--- config.mk ---
export PLATFORM = sky130hd
export DESIGN_NAME = controlUnit
export DESIGN_NICKNAME = d
export VERILOG_FILES = /design/src/common/isaPkg.sv /design/src/common/sequencePkg.sv /design/src/decode/instrDecoder.sv /design/src/sequencer/stepSequencer.sv /design/src/signals/controlSignalGen.sv /design/src/hw/controlUnit.sv
export VERILOG_INCLUDE_DIRS = /design/src /design/src/common
export SDC_FILE = /design/constraint.sdc
export NUM_CORES = 1
export LEC_CHECK = 0
export BUFFER_PORTS_ARGS = -buffer_cell sky130_fd_sc_hd__buf_2
export CAP_MARGIN = 20
export CORE_MARGIN = 4
export CORE_UTILIZATION = 40
export CTS_BUF_LIST = sky130_fd_sc_hd__clkbuf_8
export DETAILED_ROUTE_END_ITERATION = 7
export GPL_TIMING_DRIVEN = 0
export PLACE_DENSITY = 0.71
export SYNTH_ARGS = -nofsm -noshare
export SYNTH_HDL_FRONTEND = slang
export SYNTH_SLANG_ARGS = --single-unit
--- constraint.sdc ---
create_clock -name clock -period 2.4 [get_ports clock]
set_input_delay 0.36 -clock clock [delete_from_list [all_inputs] [get_ports clock]]
set_output_delay 0.36 -clock clock [all_outputs]
set_load 0.05 [all_outputs]
--- src/common/cpu_settings.svh ---
`ifndef CPU_SETTINGS_SVH
`define CPU_SETTINGS_SVH

// ==================================================
// Instruction word layout
// ==================================================

`define WORD_WIDTH   32  // Full IR width
`define OPCODE_MSB   31  // Opcode sits at the top of IR
`define OPCODE_WIDTH 5   // IR[31:27]

// ==================================================
// Control path widths
// ==================================================

`define ALU_OP_WIDTH 5   // ALU select code
`define STEP_WIDTH   3   // Up to 8 execute steps

// Longest instruction (load/store) needs steps 0..4
// so 3 bits leave some room for growth

`endif

--- src/common/isaPkg.sv ---
`include "cpu_settings.svh"

package isaPkg;

    // ==================================================
    // Opcode encoding
    // ==================================================
    typedef enum logic [`OPCODE_WIDTH-1:0] {
        opLoad    = 5'd0,   // ld
        opLoadImm = 5'd1,   // ldi
        opStore   = 5'd2,   // st
        opAdd     = 5'd3,
        opSub     = 5'd4,
        opShr     = 5'd5,
        opShra    = 5'd6,   // Arithmetic shift right
        opShl     = 5'd7,
        opRor     = 5'd8,
        opRol     = 5'd9,
        opAnd     = 5'd10,
        opOr      = 5'd11,
        opAddi    = 5'd12,  // Immediate group
        opAndi    = 5'd13,
        opOri     = 5'd14,
        opBranch  = 5'd19,  // Conditional branch
        opNop     = 5'd26,
        opHalt    = 5'd27
    } opcodeT;

    // ==================================================
    // ALU select codes
    // ==================================================
    // Same numbers as the register opcodes
    typedef enum logic [`ALU_OP_WIDTH-1:0] {
        aluNone = 5'd0,     // ALU idle
        aluAdd  = 5'd3,
        aluSub  = 5'd4,
        aluShr  = 5'd5,
        aluShra = 5'd6,
        aluShl  = 5'd7,
        aluRor  = 5'd8,
        aluRol  = 5'd9,
        aluAnd  = 5'd10,
        aluOr   = 5'd11
    } aluOpT;

    // ==================================================
    // Instruction classes
    // ==================================================
    // One class per distinct execute pattern
    typedef enum logic [2:0] {
        classLoad,          // 5 steps with a memory read
        classLoadImm,       // 3 steps
        classStore,         // 5 steps with a memory write
        classAluReg,        // 3 steps with an Rc operand
        classAluImm,        // 3 steps with a constant operand
        classBranch,        // 4 steps
        classNop,           // No execute steps
        classHalt           // Stops the machine
    } instrClassT;

endpackage

--- src/common/sequencePkg.sv ---
`include "cpu_settings.svh"

package sequencePkg;

    // ==================================================
    // Sequencer phases
    // ==================================================
    typedef enum logic [2:0] {
        phaseIdle,      // After reset, no strobes
        phaseFetch0,    // PC to MAR, PC+1 to Z
        phaseFetch1,    // Z to PC, memory to MDR
        phaseFetch2,    // MDR to IR
        phaseDecode,    // IR settled, pick class
        phaseExecute,   // Per-class steps
        phaseHalted     // Parked until reset
    } phaseT;

    // Execute step index, 0 is the first step
    typedef logic [`STEP_WIDTH-1:0] stepT;

endpackage

--- src/decode/instrDecoder.sv ---
`include "cpu_settings.svh"

module instrDecoder
    import isaPkg::*;
(
    input  logic [`WORD_WIDTH-1:0] ir,
    output instrClassT             instrClass,
    output aluOpT                  decodedAluOp
);

    logic [`OPCODE_WIDTH-1:0] opField;  // IR[31:27]

    assign opField = ir[`OPCODE_MSB -: `OPCODE_WIDTH];

    // ==================================================
    // Opcode to class
    // ==================================================
    always_comb begin
        case (opField)
            opLoad:    instrClass = classLoad;
            opLoadImm: instrClass = classLoadImm;
            opStore:   instrClass = classStore;
            opAdd, opSub, opShr, opShra, opShl,
            opRor, opRol, opAnd, opOr: begin
                instrClass = classAluReg;       // Two register sources
            end
            opAddi, opAndi, opOri: begin
                instrClass = classAluImm;       // Register plus constant
            end
            opBranch:  instrClass = classBranch;
            opHalt:    instrClass = classHalt;
            default:   instrClass = classNop;   // Unused opcodes do nothing
        endcase
    end

    // ==================================================
    // Opcode to ALU operation
    // ==================================================
    always_comb begin
        case (opField)
            opAdd:   decodedAluOp = aluAdd;
            opSub:   decodedAluOp = aluSub;
            opShr:   decodedAluOp = aluShr;
            opShra:  decodedAluOp = aluShra;
            opShl:   decodedAluOp = aluShl;
            opRor:   decodedAluOp = aluRor;
            opRol:   decodedAluOp = aluRol;
            opAnd:   decodedAluOp = aluAnd;
            opOr:    decodedAluOp = aluOr;
            // Immediate forms reuse the register operation
            opAddi:  decodedAluOp = aluAdd;
            opAndi:  decodedAluOp = aluAnd;
            opOri:   decodedAluOp = aluOr;
            default: decodedAluOp = aluNone;    // Load/store/branch add is fixed downstream
        endcase
    end

endmodule

--- src/sequencer/stepSequencer.sv ---
module stepSequencer
    import isaPkg::*;
    import sequencePkg::*;
(
    input  logic       clock,
    input  logic       reset,
    input  logic       stop,        // Level sampled at every edge
    input  instrClassT instrClass,
    output phaseT      phase,
    output stepT       step
);

    stepT lastStep;     // Final step index of current class
    logic atLastStep;

    // ==================================================
    // Execute length per class
    // ==================================================
    always_comb begin
        case (instrClass)
            classLoad, classStore:   lastStep = stepT'(4);   // 5 steps
            classBranch:             lastStep = stepT'(3);   // 4 steps
            classLoadImm,
            classAluReg, classAluImm: lastStep = stepT'(2);  // 3 steps
            default:                 lastStep = stepT'(0);   // Nop/halt never execute
        endcase
    end

    assign atLastStep = (step == lastStep);

    // ==================================================
    // Phase and step registers
    // ==================================================
    always_ff @(posedge clock or posedge reset) begin
        if (reset) begin
            phase <= phaseIdle;
            step  <= '0;
        end else if (stop) begin
            phase <= phaseHalted;   // Stop wins over everything
            step  <= '0;
        end else begin
            case (phase)
                phaseIdle:   phase <= phaseFetch0;
                phaseFetch0: phase <= phaseFetch1;
                phaseFetch1: phase <= phaseFetch2;
                phaseFetch2: phase <= phaseDecode;   // IR loads at this edge
                phaseDecode: begin
                    step <= '0;
                    case (instrClass)
                        classNop:  phase <= phaseFetch0;  // Straight to next fetch
                        classHalt: phase <= phaseHalted;
                        default:   phase <= phaseExecute;
                    endcase
                end
                phaseExecute: begin
                    if (atLastStep) begin
                        phase <= phaseFetch0;   // Instruction done
                        step  <= '0;
                    end else begin
                        step <= step + stepT'(1);
                    end
                end
                phaseHalted: begin
                    phase <= phaseHalted;       // Only reset leaves
                    step  <= '0;
                end
                default: begin
                    phase <= phaseIdle;         // Unused encoding
                    step  <= '0;
                end
            endcase
        end
    end

endmodule

--- src/signals/controlSignalGen.sv ---
module controlSignalGen
    import isaPkg::*;
    import sequencePkg::*;
(
    input  phaseT      phase,
    input  stepT       step,
    input  instrClassT instrClass,
    input  aluOpT      decodedAluOp,
    input  logic       conFlag,     // Branch condition FF
    output logic       gra,
    output logic       grb,
    output logic       grc,
    output logic       rIn,
    output logic       rOut,
    output logic       baOut,
    output logic       pcOut,
    output logic       incPc,
    output logic       pcIn,
    output logic       irIn,
    output logic       yIn,
    output logic       cOut,
    output logic       zLowOut,
    output logic       zIn,
    output logic       mdrOut,
    output logic       mdrIn,
    output logic       marIn,
    output logic       memRead,
    output logic       memWrite,
    output logic       conIn,
    output logic       run,
    output aluOpT      aluOp
);

    // Machine counts as running from first fetch until halt
    assign run = (phase != phaseIdle) && (phase != phaseHalted);

    always_comb begin
        gra      = 1'b0;
        grb      = 1'b0;
        grc      = 1'b0;
        rIn      = 1'b0;
        rOut     = 1'b0;
        baOut    = 1'b0;
        pcOut    = 1'b0;
        incPc    = 1'b0;
        pcIn     = 1'b0;
        irIn     = 1'b0;
        yIn      = 1'b0;
        cOut     = 1'b0;
        zLowOut  = 1'b0;
        zIn      = 1'b0;
        mdrOut   = 1'b0;
        mdrIn    = 1'b0;
        marIn    = 1'b0;
        memRead  = 1'b0;
        memWrite = 1'b0;
        conIn    = 1'b0;
        aluOp    = aluNone;

        case (phase)
            // ==================================================
            // Fetch, same for every instruction
            // ==================================================
            phaseFetch0: begin
                pcOut = 1'b1;   // PC onto bus
                marIn = 1'b1;
                incPc = 1'b1;   // Z gets PC+1
                zIn   = 1'b1;
            end
            phaseFetch1: begin
                zLowOut = 1'b1; // PC+1 back into PC
                pcIn    = 1'b1;
                memRead = 1'b1;
                mdrIn   = 1'b1;
            end
            phaseFetch2: begin
                mdrOut = 1'b1;  // Instruction word into IR
                irIn   = 1'b1;
            end

            // ==================================================
            // Execute steps per class
            // ==================================================
            phaseExecute: begin
                case (instrClass)
                    classLoad, classLoadImm, classStore: begin
                        if (step == stepT'(0)) begin
                            grb   = 1'b1;   // Base register, R0 reads as zero
                            baOut = 1'b1;
                            rOut  = 1'b1;
                            yIn   = 1'b1;
                        end else if (step == stepT'(1)) begin
                            cOut  = 1'b1;   // Offset plus base
                            zIn   = 1'b1;
                            aluOp = aluAdd;
                        end else if (step == stepT'(2)) begin
                            zLowOut = 1'b1;
                            if (instrClass == classLoadImm) begin
                                gra = 1'b1; // Sum is the result
                                rIn = 1'b1;
                            end else begin
                                marIn = 1'b1; // Sum is the address
                            end
                        end else if (step == stepT'(3)) begin
                            mdrIn = 1'b1;
                            if (instrClass == classLoad) begin
                                memRead = 1'b1;
                            end else if (instrClass == classStore) begin
                                gra  = 1'b1;    // Ra is store data
                                rOut = 1'b1;
                            end
                        end else if (step == stepT'(4)) begin
                            if (instrClass == classLoad) begin
                                mdrOut = 1'b1;
                                gra    = 1'b1;
                                rIn    = 1'b1;
                            end else if (instrClass == classStore) begin
                                memWrite = 1'b1;
                            end
                        end
                    end
                    classAluReg, classAluImm: begin
                        if (step == stepT'(0)) begin
                            grb  = 1'b1;    // Rb into Y
                            rOut = 1'b1;
                            yIn  = 1'b1;
                        end else if (step == stepT'(1)) begin
                            zIn   = 1'b1;
                            aluOp = decodedAluOp;
                            if (instrClass == classAluImm) begin
                                cOut = 1'b1;    // Constant operand
                            end else begin
                                grc  = 1'b1;    // Rc operand
                                rOut = 1'b1;
                            end
                        end else if (step == stepT'(2)) begin
                            zLowOut = 1'b1; // Result into Ra
                            gra     = 1'b1;
                            rIn     = 1'b1;
                        end
                    end
                    classBranch: begin
                        if (step == stepT'(0)) begin
                            gra   = 1'b1;   // Ra tested by CON logic
                            rOut  = 1'b1;
                            conIn = 1'b1;
                        end else if (step == stepT'(1)) begin
                            pcOut = 1'b1;
                            yIn   = 1'b1;
                        end else if (step == stepT'(2)) begin
                            cOut  = 1'b1;   // PC plus displacement
                            zIn   = 1'b1;
                            aluOp = aluAdd;
                        end else if (step == stepT'(3)) begin
                            zLowOut = 1'b1;
                            pcIn    = conFlag;  // Taken only if condition held
                        end
                    end
                    default: begin
                    end
                endcase
            end
            default: begin
            end
        endcase
    end

endmodule

--- src/hw/controlUnit.sv ---
module controlUnit
    import isaPkg::*;
    import sequencePkg::*;
(
    input  logic        clock,
    input  logic        reset,
    input  logic [31:0] ir,         // IR contents from datapath
    input  logic        stop,
    input  logic        conFlag,
    output logic        gra,
    output logic        grb,
    output logic        grc,
    output logic        rIn,
    output logic        rOut,
    output logic        baOut,
    output logic        pcOut,
    output logic        incPc,
    output logic        pcIn,
    output logic        irIn,
    output logic        yIn,
    output logic        cOut,
    output logic        zLowOut,
    output logic        zIn,
    output logic        mdrOut,
    output logic        mdrIn,
    output logic        marIn,
    output logic        memRead,
    output logic        memWrite,
    output logic        conIn,
    output logic        run,
    output aluOpT       aluOp
);

    instrClassT instrClass;     // From decoder
    aluOpT      decodedAluOp;
    phaseT      phase;          // From sequencer
    stepT       step;

    // ==================================================
    // Decode, sequence, strobe generation
    // ==================================================
    instrDecoder decoder (
        .ir           (ir),
        .instrClass   (instrClass),
        .decodedAluOp (decodedAluOp)
    );

    stepSequencer sequencer (
        .clock      (clock),
        .reset      (reset),
        .stop       (stop),
        .instrClass (instrClass),
        .phase      (phase),
        .step       (step)
    );

    controlSignalGen signalGen (
        .phase        (phase),
        .step         (step),
        .instrClass   (instrClass),
        .decodedAluOp (decodedAluOp),
        .conFlag      (conFlag),
        .gra          (gra),
        .grb          (grb),
        .grc          (grc),
        .rIn          (rIn),
        .rOut         (rOut),
        .baOut        (baOut),
        .pcOut        (pcOut),
        .incPc        (incPc),
        .pcIn         (pcIn),
        .irIn         (irIn),
        .yIn          (yIn),
        .cOut         (cOut),
        .zLowOut      (zLowOut),
        .zIn          (zIn),
        .mdrOut       (mdrOut),
        .mdrIn        (mdrIn),
        .marIn        (marIn),
        .memRead      (memRead),
        .memWrite     (memWrite),
        .conIn        (conIn),
        .run          (run),
        .aluOp        (aluOp)
    );

endmodule

==> qor.txt <==
adder-cell share of the synthesized area -> 0.0925
drt initial violations -> 93
GRT Overall Usage -> 0.193
Setup WS post-layout -> 30.2 ps
clock power share -> 0.219
EDFF count, synth -> 0
main combinational cell family by area after synthesis -> simple AND/OR/NAND/NOR gates
Vias/cell -> 5.78
Clock Latency Late Sink -> 220 ps
total number of H-tree levels -> 1
Initial Util -> 0.429
Final setup violation count -> 0
Net Sw Frac -> 0.490
share of the synthesized area in the top cell type -> 0.139
skew final -> 3.68 ps
Area Growth Syn to Fin -> 48.9%
grt ovf -> 0
DR vias -> 1311
Routed WL -> 3610 um
pin count of the biggest net entering global routing -> 11
worst-path fanout max -> 6
Initial DRT Pass Iterations -> 4
Synth area leaders -> dfrtp_1, ha_1, nand2_1, a21oi_1, nor2_1
crit end category -> primary output
Comb pwr share -> 0.578
WS Path Type -> in -> out
DR WL/cell -> 15.9 um
Yosys reg bits -> 6
Lkg Pwr -> 0.000667 uW
Async SR Flop Fraction -> 1.00
Slew headroom -> 0.595
PortBufs -> 31
first-pass GRT wire length -> 5290 um
die height -> 60.0 um
Synth Instances -> 155
Yosys cell types -> 46
Sink Count -> 6
Synth Area in Compound Gates -> 0.297
Max Slew Vio Count -> 0
RSZ-0062 raised after global routing -> yes
Avg Cell Area, Syn -> 6.98 sq um
Clock transition at path regs -> 40 ps
post-route ant nets -> 0
Syn. warnings -> 0
total die area -> 3600 sq um
CP arrival -> 2010 ps
# IOs -> 62
fmax -> 422 MHz
Root Buffer -> clkbuf_8
worst slew pin tran -> 602 ps
share of post-route cells with drive strength above 1 -> 0.447
minimum clock period -> 2370 ps
mux cell area share after synthesis -> 0.00925
Tcrit/Tclk final -> 0.987
R2R setup slack -> 800 ps
row count -> 18
TritonCTS Buffers -> 3
Post-Synth Simple-Gate Area -> 0.339
Flop pwr share -> 0.203
setup TNS -> 0 ps
CTS tree -> yes
HP Class -> in -> async
dpl hpwl -> 2590 um
power density over the cells -> 416 nW/um^2
VDD IR-drop max -> 381 uV
initial antenna violation count -> 0
CP Launch Type -> input port
Cell Area, Synth -> 1080 sq um
vias in the first global route -> 1157
Hold Vio Cnt, Final -> 0
max-cap violations -> 0
n_diodes -> 0
die width -> 60.0 um
Yosys top cell by area -> dfrtp_1
gpl congestion -> 0.921
core area -> 2520 sq um
Seq/Total Area, Yosys -> 0.139
hold buffers post-CTS -> 0
Most used DFF post-synth -> dfrtp_1
pre-CTS WS -> -304 ps
Power Internal -> 342 uW
worst r2r src -> sequencer.phase[1]
sw power -> 328 uW
critical path startpoint -> ir[27]
Worst Path Required -> 2040 ps
# DRC -> 0
layout net count -> 243
status -> completed
Synth Area in XOR/XNOR -> 0.0162
post-synthesis net count -> 199
Clock Path Buffers -> 2
[synth_stat cells (2+ instances only)]
library cell	n
nor3_2	2
nor2_1	15
nor3_1	6
a21oi_1	13
buf_4	2
o21ai_0	8
or2_1	3
a211oi_1	3
nand2_1	19
dfrtp_1	6
a31oi_1	4
ha_1	8
a311oi_1	2
o2111ai_1	3
nor4_1	2
buf_1	2
and3_1	2
o21ai_1	4
xnor2_1	2
nor2b_1	2
a22oi_1	2
nand3_1	5
nand2b_1	2
a211o_1	3
buf_6	4
nor3b_1	2
inv_1	10
[layout by cell type (no fill, tap or decap), types with 3 or more instances in the layout]
master and count:
nor4_2 3, ha_1 3, buf_4 16, clkbuf_4 3
a31oi_1 3, buf_6 8, nor3_2 4, a21oi_1 10
o21ai_0 4, nor2_1 15, ha_4 3, o2111ai_1 3
nand3_1 4, o21ai_1 6, nor3_1 3, inv_1 8
clkbuf_8 3, dfrtp_1 3, buf_2 18, nand2_1 19
a211oi_1 3, dfrtp_2 3
[registers in the layout, indices dropped and copies added, names as in the netlist]
| signal | cells |
|---|---|
| sequencer.phase | 3 |
| sequencer.step | 3 |
[logic make-up after synthesis]
kind of cell    after synthesis
other cells                   1
flops                         6
fa+ha+maj                     8
simple gates                 68
mux                           1
buf+inv                      20
xor+xnor                      2
compound gates               49
[power by group through the flow]
| stage | Clock, uW | Combinational [uW] | Sequential (uW) |
|---|---|---|---|
| final | 147 | 387 | 136 |
| after global placement | 0 | 342 | 135 |
| after floorplan | 0 | 275 | 132 |
| after detailed placement | 0 | 346 | 136 |
| after global routing | 163 | 416 | 139 |
| after CTS | 151 | 378 | 136 |
[metrics by stage]
stage                     area [sq um]  hold WS [ps]   util  std cells  total power (uW)
after global placement            1340           269  0.531        216               477
after global routing              1610          42.5  0.639        227               718
final                             1610          41.4  0.639        227               670
after CTS                         1520          40.4  0.602        222               665
after floorplan                   1150           151      -        155               407
after detailed placement          1340           275  0.531        216               482
[repair_timing]
| action | CTS | global route |
|---|---|---|
| endpoints found under the setup margin | 16 | 12 |
| hold endpoints to repair | 0 | 0 |
| resized for setup | 32 | 17 |
| pin swaps | 1 | 10 |
| setup buffers | 4 | 6 |
[worst paths after layout]
path	to	cells past startpoint
setup / recovery	aluOp[0]	7
hold / removal	sequencer.phase[2]	2
setup reg to reg	sequencer.step[1]	5
hold reg to reg	sequencer.phase[1]	1
max in group asynchronous	sequencer.step[2]	2
min in group clock	sequencer.phase[0]	2
[layer usage]
layer  wire length (um)  up-vias  track usage
met4                 31        0       0.0791
met2               1760       56        0.327
met5                  0        -            0
li1                   -      646            -
met3                247        4       0.0194
met1               1570      605        0.246
[critical path: stages]
cell and delay, ps:
clkbuf_4 150, ha_4 190, a31oi_1 450, nand3_2 230, a211o_1 310, a21oi_4 160, buf_8 170
[area by class of cell]
class	instances	area [sq um]
buffer	7	56.3
clock buffer	3	41.3
fill	221	911
inverter	11	46.3
multi-input combinational	129	987
sequential	6	154
tap	30	37.5
timing repair buffer	41	289
Power figures use the tool's default switching activity.
